`config.mk`:
```
export PLATFORM = sky130hd
export DESIGN_NAME = reg_file
export DESIGN_NICKNAME = d
export VERILOG_FILES = /design/src/logic/mips_pkg.sv /design/src/logic/reg_file.sv
export VERILOG_INCLUDE_DIRS = /design/src /design/src/logic
export SDC_FILE = /design/constraint.sdc
export NUM_CORES = 1
export LEC_CHECK = 0
export BUFFER_PORTS_ARGS = -buffer_cell sky130_fd_sc_hd__buf_2
export CAP_MARGIN = 10
export CORE_UTILIZATION = 60
export DETAILED_ROUTE_END_ITERATION = 10
export PLACE_DENSITY = 0.77
export RECOVER_POWER = 100
export SYNTH_ARGS = -nofsm -noshare
export SYNTH_HDL_FRONTEND = slang
export SYNTH_SLANG_ARGS = --single-unit
```
`constraint.sdc`:
```
create_clock -name clk -period 5.8 [get_ports clk]
set_input_delay 0.87 -clock clk [delete_from_list [all_inputs] [get_ports clk]]
set_output_delay 0.87 -clock clk [all_outputs]
set_load 0.05 [all_outputs]
```
`src/logic/mips_cfg.svh`:
```
`ifndef MIPS_CFG_SVH
`define MIPS_CFG_SVH

// instruction memory address width for 256 words
`define MIPS_IMEM_AW 8

// data path width
`define MIPS_XLEN 32

// program counter counts words, so two bits fewer than a byte address
`define MIPS_PC_W 30

`endif

```
`src/logic/mips_pkg.sv`:
```
`default_nettype none

`include "mips_cfg.svh"

package mips_pkg;

    typedef logic [`MIPS_XLEN-1:0] word_t;     // data word
    typedef logic [31:0]           instr_t;    // raw instruction
    typedef logic [`MIPS_PC_W-1:0] pc_t;       // word address
    typedef logic [4:0]            reg_idx_t;  // register number

    // ALU function selected by decode
    typedef enum logic [3:0] {
        ALU_ADD,
        ALU_SUB,
        ALU_AND,
        ALU_OR,
        ALU_XOR,
        ALU_SLT,   // signed compare
        ALU_SLL,
        ALU_SRL,
        ALU_LUI,   // immediate into upper half
        ALU_NONE   // result forced to zero
    } alu_op_e;

    // control transfer kind resolved in execute
    typedef enum logic [1:0] {
        BR_NONE,
        BR_BEQ,
        BR_BNE,
        BR_JUMP
    } br_kind_e;

endpackage

`default_nettype wire

```
`src/logic/reg_file.sv`:
```
`default_nettype none

module reg_file
    import mips_pkg::*;
(
    input  logic     clk,
    input  reg_idx_t rd_a,
    input  reg_idx_t rd_b,
    output word_t    rd_data_a,
    output word_t    rd_data_b,
    input  logic     wr_en,
    input  reg_idx_t wr_idx,
    input  word_t    wr_data
);

    word_t regs [1:31];   // no storage behind r0

    always_ff @(posedge clk) begin
        if (wr_en && wr_idx != '0) begin
            regs[wr_idx] <= wr_data;
        end
    end

    // write-through so decode sees the value result writes this cycle
    function automatic word_t read_port(input reg_idx_t idx);
        if (idx == '0) begin
            return '0;
        end else if (wr_en && wr_idx == idx) begin
            return wr_data;
        end
        return regs[idx];
    endfunction

    always_comb begin
        rd_data_a = read_port(rd_a);
        rd_data_b = read_port(rd_b);
    end

endmodule

`default_nettype wire

```
== Yosys cells after proc, flatten, opt, wreduce, memory -nomap -nowiden ==
Memories as Yosys holds them, arrays and structs flattened.
Cells that the tools add are included.

* Register bits: 0
* RAM bits: 992
* Memories kept: 1

* Equality and inequality tests: 2
* Muxes and demuxes: 12
* Reductions and logical operators: 6

{| class="wikitable"
|+ Memories
! name !! words !! width !! read ports !! clocked after memory_dff !! wr ports !! line !! source
|-
| regs || 31 || 32 || 2 || 0 || 1 || reg_file.sv:16 || <nowiki>word_t regs [1:31];</nowiki>
|}

{| class="wikitable"
|+ Operators with widths
! kind !! count
|-
| 2-to-1 mux 32 bit || 6
|-
| == test 5 bit || 2
|-
| zero test 5 bit || 2
|-
| 2-to-1 mux 1 bit || 6
|-
| nonzero test 5 bit || 1
|-
| logical AND 1 bit || 3
|}

== Depth between registers and ports, before layout ==
* Depth in word-level cells: 5
* Gate-level depth with buffers: 10
* Depth with buffers taken out: 5

== Worst setup path after synthesis ==
No wires, ideal clock.

* Path type: input to output
* From: in rd_b[1]
* To: out rd_data_b[30]
* Data arrival time: 3848 ps
* Setup slack: 1082 ps
* Stages: 7
* Cell sequence: buf_2 -> buf_4 -> clkbuf_1 -> nor2_1 -> a211o_1 -> a22o_1 -> o311ai_0

* Longest elaborated chain between the ends: 5
* Elaborated cells between the ends (all ways): 8
* Those cells by class: 1 x eq/ne; 4 x mux; 2 x reduce/logical; 1 x memory

{| class="wikitable"
|+ RTL lines
! item !! line !! source
|-
| start: declaration || reg_file.sv:8 || <nowiki>input reg_idx_t rd_b,</nowiki>
|-
| parallel branches: the longest is 4 deep, another holds memory (31 x 32 bit) || -- ||
|-
| 2-to-1 mux 32 bit * || reg_file.sv:31 || <nowiki>return regs[idx];</nowiki>
|-
| end: declaration || reg_file.sv:10 || <nowiki>output word_t rd_data_b,</nowiki>
|}

Mark *: on every way between the ends.

== Worst setup path in the final report ==
* From: in rd_b[4]
* To: out rd_data_b[7]

Same word-level chain as after synthesis.

==> flow_summary.yaml <==
synth:
  syn_nets: 2585
  synth_edf_count: 992
  synth_warnings: 0
  ys_types: 48
  syn_area_mm2: 0.0464
  syn_area_per_cell_um2: 18.3
  ys_ff_latch: 992
  yosysSeqAreaShare_pct: 64.2
  ys.flop_type: "edfxtp_1"
  netlist_instances: 2536
  ys_async_sr_fraction_pct: 0
critical_path:
  cp-start-kind: "input port"
  crit_type: "input port to output pin"
  crit_fanout: 23
  worst_ep_required_time_ns: 4.93
  worstPathArrival_ns: 4.85
  cp-end-kind: "output pin"
floorplanning:
  rows: 101
  ios: 113
  die_w_um: 280
  die-area_mm2: 0.0784
  die_height_um: 280
  core_area_mm2: 0.0762
  start_util_pct: 60.9
pwr:
  powerDensity_mw_per_mm2: 314
  netSwitchingPower_w: 0.00385
  p_int_w: 0.0122
  swShare_pct: 24.1
  combPwrFrac_pct: 10.2
  clock_power_share_pct: 39.7
  ir_worst_vdd_v: 0.000291
  power_leakage_nw: 16.2
  power_frac_seq_pct: 50.1
  finalPower_w: 0.0160
timing:
  max_freq_mhz: 175
  min_period_ns: 5.72
  slew_violations: 959
  setup_tns_ns: 0
  setup_viol: 0
  rsz0062_at_grt: "false"
  tightest_slew_ns: 3.98
  finalHoldViolations: 0
  slew-limit-headroom_pct: -166
  post-route-period-util_pct: 98.6
final_layout:
  top_register: "regs"
  num-fill-cells: 4927
  reg_top3: "regs: 992 flops"
  largest_register_ffs: 992
  syn2layout_area_growth_pct: 10.1
  final_cell_mix: "edfxtp_1, mux4_2, mux2i_1, clkbuf_1, nor2_1"
  drive_above_1_share_pct: 23.7
  nets: 2668
  final_common_cell: "edfxtp_1"
clock_network:
  ctsHoldBuffers: 0
  postCtsSetupRepairBufs: 0
  clock_sinks: 992
  clock-root-buffer: "clkbuf_16"
  cts.path.max_buffers: 3
  htreeDepth: 3
  cts_tree: "yes"
  clk_pin_slew_worst_paths_ns: 0.06
  cts_resized: 0
  cts_buffers: 101
placed_design:
  place_congestion: 0.854
  port_buffers: 112
  place_hpwl_mm: 79.6
run_status:
  violations: "max-capacitance violations, max-slew violations"
  outcome: "complete, but fails checks"
detailed_routing:
  drcViolationCount: 0
  vias: 29100
  totalWireLength_mm: 140
  first_iter_violations: 4721
  viasPerCell: 7.79
  wl_per_cell_um: 37.6
  dr.pass1.iters: 6
  detail-route-antenna-nets: 0
global_routing:
  grt_max_degree: 106
  antenna_found_initial: 3
  grt_pass1_wl_mm: 200
  grt-ovfl-total: 0
  grtUsageTotal_pct: 36.1
  grt_pass1_vias: 29300
job:
  max_cap_violations: 47
hold_path:
  hold_class: "input port to flip-flop"
-- Yosys cell counts (all sizes together), types with 9 or more instances --
cell      n  area (um^2)
mux4    381         8580
clkbuf  117          439
nor2    116          435
nand3    30          150
mux2i   204         2040
a211oi   67          503
a22o     45          394
o21ai    37          185
o22ai    29          181
a211o    20          175
a221oi   73          639
nand2    22         82.6
a32o     31          310
a21oi    93          465
nor2b     9         56.3
a22oi    60          450
o221ai   18          158
edfxtp  992        29800
a221o     9         90.1
buf     100          671
nor3     11         55.1
-- metal layers --
metal | vias up | global-route usage (%) | share of wire (%)
met2 | 2551 | 56.4 | 47
met1 | 14800 | 46.7 | 33
met5 | - | 0 | 0.0093
met4 | 2 | 21.0 | 7.0
met3 | 586 | 8.75 | 13
li1 | 11200 | - | -
-- worst max-delay path, stage by stage --
cell,delay (ns)
clkbuf_2,0.73
nor2_4,0.46
and3b_1,0.37
o21bai_4,0.42
nor2_1,1.07
a221o_1,0.39
clkbuf_1,0.50
-- kinds of logic after synthesis --
logic type                after synthesis  share of synthesized area [%]
DFF                                   992                           64.2
muxes                                 593                           23.1
AOI/OAI and AO/OA                     492                           7.82
and+or+nand+nor                       228                           2.26
buffers and inverters                 221                           2.42
xor gates and xnor gates               10                          0.189
-- stage by stage --
step / worst slack, ns / cell area, um^2 / instances / utilization [%] / hold WS (ns)
5_1_grt: 0.243 / 51100 / 3728 / 67.0 / 0.946
2_1_floorplan: 1.08 / 46400 / 2536 / - / 0.969
4_1_cts: 0.604 / 51500 / 3727 / 67.6 / 0.679
3_5_place_dp: 0.625 / 48300 / 3546 / 63.4 / 1.38
6_report: 0.0786 / 51100 / 3730 / 67.0 / 0.932
3_3_place_gp: 0.666 / 48300 / 3546 / 63.4 / 1.35
-- worst paths after layout --
| path | start | endpoint | slack, ns | cells past startpoint |
|---|---|---|---|---|
| worst max-delay path | rd_b[4] | rd_data_b[7] | 0.08 | 7 |
| worst min-delay path | wr_idx[2] | regs[6][4]$_DFFE_PP_ | 0.93 | 3 |
-- power by group through the flow --
stage	Sequential, W	Clock (W)	Combinational (W)
2_1_floorplan	0.00815	0	0.00109
5_1_grt	0.00803	0.00663	0.00168
4_1_cts	0.00802	0.00638	0.00164
3_5_place_dp	0.00817	0	0.00163
3_3_place_gp	0.00815	0	0.00161
6_report	0.00803	0.00636	0.00163
-- area by class of cell --
class                   count  area, um^2  share of cell area (%)
multi-input cells        1323       15600                    30.5
clock inverters            59         518                    1.01
diodes                      3        7.51                  0.0147
inverters                   4        15.0                  0.0294
well taps                1030        1290                    2.52
clock buffers             122        2670                    5.23
flip-flops and latches    992       29800                    58.3
repair buffers            197        1180                    2.31
(Power assumes the default switching activity.)
