<file path="src/logic/mips_cfg.svh">
`ifndef MIPS_CFG_SVH
`define MIPS_CFG_SVH

// instruction memory address width for 256 words
`define MIPS_IMEM_AW 8

// data path width
`define MIPS_XLEN 32

// program counter counts words, so two bits fewer than a byte address
`define MIPS_PC_W 30

`endif

</file>
<file path="src/logic/mips_pkg.sv">
`default_nettype none

`include "mips_cfg.svh"

package mips_pkg;

    typedef logic [`MIPS_XLEN-1:0] word_t;     // data word
    typedef logic [31:0]           instr_t;    // raw instruction
    typedef logic [`MIPS_PC_W-1:0] pc_t;       // word address
    typedef logic [4:0]            reg_idx_t;  // register number

    // ALU function selected by decode
    typedef enum logic [3:0] {
        ALU_ADD,
        ALU_SUB,
        ALU_AND,
        ALU_OR,
        ALU_XOR,
        ALU_SLT,   // signed compare
        ALU_SLL,
        ALU_SRL,
        ALU_LUI,   // immediate into upper half
        ALU_NONE   // result forced to zero
    } alu_op_e;

    // control transfer kind resolved in execute
    typedef enum logic [1:0] {
        BR_NONE,
        BR_BEQ,
        BR_BNE,
        BR_JUMP
    } br_kind_e;

endpackage

`default_nettype wire

</file>
<file path="src/logic/stage_if.sv">
`default_nettype none


// execute to result pipeline register
interface exe_res_if
    import mips_pkg::*;
();
    logic     valid;
    pc_t      pc;
    reg_idx_t dest;
    logic     reg_we;
    word_t    data;

    modport execute (output valid, pc, dest, reg_we, data);
    modport result  (input valid, pc, dest, reg_we, data);
endinterface

`default_nettype wire

</file>
<file path="src/logic/result.sv">
`default_nettype none

module result
    import mips_pkg::*;
(
    input  logic      clk,
    input  logic      rst,
    exe_res_if.result ex,
    output logic      wr_en,
    output reg_idx_t  wr_idx,
    output word_t     wr_data,
    output logic      commit_valid,
    output logic      commit_we,
    output pc_t       commit_pc,
    output reg_idx_t  commit_reg,
    output word_t     commit_data
);

    // r0 is never written
    assign wr_en   = ex.valid && ex.reg_we && (ex.dest != '0);
    assign wr_idx  = ex.dest;
    assign wr_data = ex.data;

    // commit shows up with the register file already updated
    always_ff @(posedge clk) begin
        if (rst) begin
            commit_valid <= 1'b0;
            commit_we    <= 1'b0;
        end else begin
            commit_valid <= ex.valid;
            commit_we    <= wr_en;
        end
        commit_pc   <= ex.pc;
        commit_reg  <= ex.dest;
        commit_data <= ex.data;
    end

endmodule

`default_nettype wire

</file>
<file path="src/flat_wrapper.sv">
// flat-port wrapper written by rule: the top's interface ports become plain ports
module result_flat import mips_pkg::*;
  (clk, rst, wr_en, wr_idx, wr_data, commit_valid, commit_we, commit_pc, commit_reg, commit_data, ex_valid, ex_pc, ex_dest, ex_reg_we, ex_data);
  exe_res_if ex_i ();
  input  logic clk;
  input  logic rst;
  output logic wr_en;
  output reg_idx_t wr_idx;
  output word_t wr_data;
  output logic commit_valid;
  output logic commit_we;
  output pc_t commit_pc;
  output reg_idx_t commit_reg;
  output word_t commit_data;
  input wire logic [$bits(ex_i.valid)-1:0] ex_valid;
  input wire logic [$bits(ex_i.pc)-1:0] ex_pc;
  input wire logic [$bits(ex_i.dest)-1:0] ex_dest;
  input wire logic [$bits(ex_i.reg_we)-1:0] ex_reg_we;
  input wire logic [$bits(ex_i.data)-1:0] ex_data;
  assign ex_i.valid = ex_valid;
  assign ex_i.pc = ex_pc;
  assign ex_i.dest = ex_dest;
  assign ex_i.reg_we = ex_reg_we;
  assign ex_i.data = ex_data;
  result u_core (.clk(clk), .rst(rst), .ex(ex_i), .wr_en(wr_en), .wr_idx(wr_idx), .wr_data(wr_data), .commit_valid(commit_valid), .commit_we(commit_we), .commit_pc(commit_pc), .commit_reg(commit_reg), .commit_data(commit_data));
endmodule
</file>
<file path="config.mk">
export PLATFORM = sky130hd
export DESIGN_NAME = result_flat
export DESIGN_NICKNAME = d
export VERILOG_FILES = /design/src/logic/mips_pkg.sv /design/src/logic/stage_if.sv /design/src/logic/result.sv /design/src/flat_wrapper.sv
export VERILOG_INCLUDE_DIRS = /design/src /design/src/logic
export SDC_FILE = /design/constraint.sdc
export NUM_CORES = 1
export LEC_CHECK = 0
export BUFFER_PORTS_ARGS = -buffer_cell sky130_fd_sc_hd__buf_2
export CORE_UTILIZATION = 35
export CTS_BUF_LIST = sky130_fd_sc_hd__clkbuf_8
export CTS_CLUSTER_DIAMETER = 60
export CTS_CLUSTER_SIZE = 14
export DETAILED_ROUTE_END_ITERATION = 8
export PLACE_DENSITY = 0.8
export SLEW_MARGIN = 0
export SYNTH_ARGS = -nofsm -noshare
export SYNTH_HDL_FRONTEND = slang
export SYNTH_SLANG_ARGS = --single-unit
</file>
<file path="constraint.sdc">
create_clock -name clk -period 1.14 [get_ports clk]
set_input_delay 0.114 -clock clk [delete_from_list [all_inputs] [get_ports clk]]
set_output_delay 0.114 -clock clk [all_outputs]
set_load 0.02 [all_outputs]
</file>
* Word level (Yosys, flattened, before mapping)
Index checks and enable logic that the tools add are counted.
** Cells by class
- Reductions and logical operators :: 3
** Operators with widths (number)
- nonzero test 5 bit :: 1
- logical AND 1 bit :: 2
** Word-level totals
- Word-level logic and storage cells :: 8
- Register bits after elaboration :: 69
- Bits of input ports :: 71

* Logic depth before layout (Yosys ltp)
- Word-level depth :: 2
- Depth in mapped cells :: 2
- Gate-level depth less buffers :: 2

* Least setup slack after synthesis
OpenSTA, ideal clock, no wires.
- Path kind :: input -> output
- Start point :: in ex_dest[3]
- End point :: out wr_en
- Arrival :: 0.588 ns
- Setup slack :: 0.438 ns
- Buffers on the path :: 0
- Cell stages on the path :: 2
- Cells stage by stage :: nor4_2 -> a21oi_1
** On the way
- Cells in the longest elaborated chain, start to end :: 2
** RTL lines
- start: declaration :: RTL line flat_wrapper.sv:17 : input wire logic [$bits(ex_i.dest)-1:0] ex_dest;
- nonzero test 5 bit :: RTL line result.sv:20 : assign wr_en = ex.valid && ex.reg_we && (ex.dest != '0);
- logical AND 1 bit :: RTL line result.sv:20
- end: declaration :: RTL line flat_wrapper.sv:7 : output logic wr_en;
Every way passes these cells.

* Worst setup path in the final report
- Start point :: in ex_data[0]
- End point :: out wr_data[0]
** RTL lines
- start: declaration :: RTL line flat_wrapper.sv:19 : input wire logic [$bits(ex_i.data)-1:0] ex_data;
- end: declaration :: RTL line flat_wrapper.sv:9 : output word_t wr_data;
No word-level cell between the ends.

==> summary.md <==
| Metric | Value |
|---|---|
| Outcome | complete, no violations |
| Switching share of power | 0.249 |
| Vias in the first global route | around 1600 |
| Layout area overhead | 88.2% |
| Crit path from | ex_data[0] |
| First DRT Iteration DRCs | 20 |
| Setup crit end kind | primary output |
| CTS tree | built |
| RSZ-0062 raised after global routing | no |
| Final nets | 403 |
| H-Tree Depth | 3 |
| Initial antenna violation count | 0 |
| Hold Crit Class | input port to flip-flop |
| Required time of the critical path | 1.03 ns |
| Syn Nets | around 180 |
| DR vias | 1535 |
| Placed cell count | about 300 |
| Detail Placement HPWL | 2.87 mm |
| #FFs+latches synth | 69 |
| Final Wtd Congestion | between 0.6 and 0.7 |
| Critical path startpoint category | input port |
| Max-Slew Margin vs Limit | 0.797 |
| Post-Synthesis Cell Area | 0.00170 mm^2 |
| Mapped Avg Cell Area | ~15 um^2 |
| Fin crit share | 0.938 |
| Logic pwr share | 0.162 |
| # port buffers | 177 |
| Switch Pwr | ~1.2 mW |
| Leakage | 1.67 nW |
| GRT Overall Usage | 0.183 |
| Total CTS buffers | 9 |
| Final setup vio count | 0 |
| Max_cap viols | 0 |
| Initial Utilization | 0.363 |
| Count of unique library cells instantiated by Yosys | 8 |
| Yosys warns | 0 |
| Post_cts resized | 0 |
| Pwr per Cell Area | 1520 mW/mm^2 |
| Initial DRT Pass Iterations | 4 |
| Internal | 3.65 mW |
| Boundary Pins | 178 |
| Clk pin slew, worst setup/hold paths | around 0.06 ns |
| DR WL/cell | 12.4 um |
| # fillers | between 300 and 400 |
| Final hold vios | 0 |
| Fmax | 0.935 GHz |
| CORE AREA | 0.00469 mm^2 |
| Clock root cell | clkbuf_8 |
| Worst VDD drop | 0.992 mV |
| Max FFs per register | 32 |
| Overflow after GRT | 0 |
| Crit path time final | 1.07 ns |
| Remaining routing DRC violations | 0 |
| Largest net degree at the start of global routing | 11 |
| Max clock buf depth | 2 |
| Worst-path fanout max | 2 |
| Number of vias per cell | 3.95 |
| Post-CTS Setup Inserts | 0 |
| Worst-Margin Slew | 0.302 ns |
| Clk sink count | 69 |
| Die Y | 71.8 um |
| ANT nets after route | 0 |
| First-pass GRT wire length | 6.90 mm |
| Post-synthesis sequential area ratio | 0.811 |
| Setup_tns | 0 ns |
| Mapped Cells | 113 |
| Drt total wl | 4.83 mm |
| Share of layout cells above drive strength 1 | 0.567 |
| # rows | 25 |
| Clock Power Share | 0.309 |
| Kind of critical path | input port to primary output |
| Sequential Power Share | 0.529 |
| Pins over their slew limit | 0 |
| Die X | around 72 um |
| Diodes inserted | 0 |
| Worst setup path endpoint | wr_data[0] |
| CP arrival | around 0.96 ns |
| Final Instance Count excl. Fillers | 389 |
| Die Footprint | 0.00515 mm^2 |
-- worst min path at each step --
| stage | startpoint | cells past startpoint | slack [ns] | to |
|---|---|---|---|---|
| floorplan | ex_data[0] | 0 | 0.14 | u_core.commit_data[0] |
| CTS | ex_valid | 2 | 0.02 | u_core.commit_valid |
| global placement | ex_pc[11] | 1 | 0.22 | u_core.commit_pc[11] |
| finish | ex_valid | 2 | 0.04 | u_core.commit_valid |
| global route | ex_valid | 2 | 0.03 | u_core.commit_valid |
| detailed placement | ex_pc[29] | 1 | 0.22 | u_core.commit_pc[29] |
-- metrics by stage --
step | setup slack (ns) | area [um^2] | util | power [mW] | hold slack [ns]
6_report | 0.0706 | 3210 | 0.683 | 4.86 | 0.0362
5_1_grt | 0.0634 | 3210 | 0.683 | 5.08 | 0.0326
4_1_cts | 0.0928 | 3210 | 0.683 | 4.90 | 0.0191
3_5_place_dp | 0.159 | 2380 | 0.507 | 3.22 | 0.218
3_3_place_gp | 0.231 | 2380 | 0.507 | 3.21 | 0.216
2_1_floorplan | 0.438 | 1700 | - | 2.99 | 0.142
-- cell usage in the layout (no fill, tap or decap) --
| cell | count |
|---|---|
| dfxtp_1 | 69 |
| nand2_1 | 1 |
| nor2b_1 | 1 |
| clkbuf_8 | 9 |
| dlygate4sd3_1 | 68 |
| nor4_2 | 1 |
| inv_1 | 3 |
| a21oi_1 | 2 |
| nand3b_1 | 1 |
| buf_2 | 177 |
| clkinv_2 | 3 |
-- power by group through the flow --
stage               Sequential (mW)  Clock [mW]  Combinational (mW)
floorplan                      2.80           0               0.199
finish                         2.57        1.50               0.787
global placement               2.62           0               0.589
detailed placement             2.62           0               0.598
global route                   2.58        1.67               0.831
CTS                            2.57        1.56               0.777
-- cells in the mapped netlist --
master	n	area, um^2
buf_4	37	278
dfxtp_1	69	1380
a21oi_1	2	10.0
nor4_2	1	12.5
inv_1	1	3.75
nor2b_1	1	6.26
nand2_1	1	3.75
nand3b_1	1	7.51
-- cells by family after synthesis --
family          count (synthesis)  synth area share
flops                          69             0.811
buf+inv                        38             0.165
simple gates                    4            0.0176
compound gates                  2           0.00588
-- worst max-delay path, stage by stage --
cell and delay [ns]:
dlygate4sd3_1 0.55, buf_2 0.14, buf_2 0.15
-- area by class of cell --
class	count	area [um^2]	area share
repair buffers	245	1570	0.489
multi-input cells	6	40.0	0.0125
flip-flops and latches	69	1380	0.431
clock buffers	9	124	0.0386
clock inverters	5	22.5	0.00703
inverters	1	3.75	0.00117
well taps	54	67.6	0.0211
-- timing repair --
action                                  4_1_cts  5_1_grt
hold buffers                                 68        0
endpoints found under the setup margin        0        0
hold endpoints to repair                     68        0
-- layer usage --
metal  vias to the layer above  GRT usage  wire length, um
li1                        751          -                -
met5                         -          0                0
met1                       676      0.151             1570
met4                         0      0.115              128
met3                        14     0.0506              361
met2                        94      0.370             2770
No activity file was read; power rests on OpenSTA's default activity.
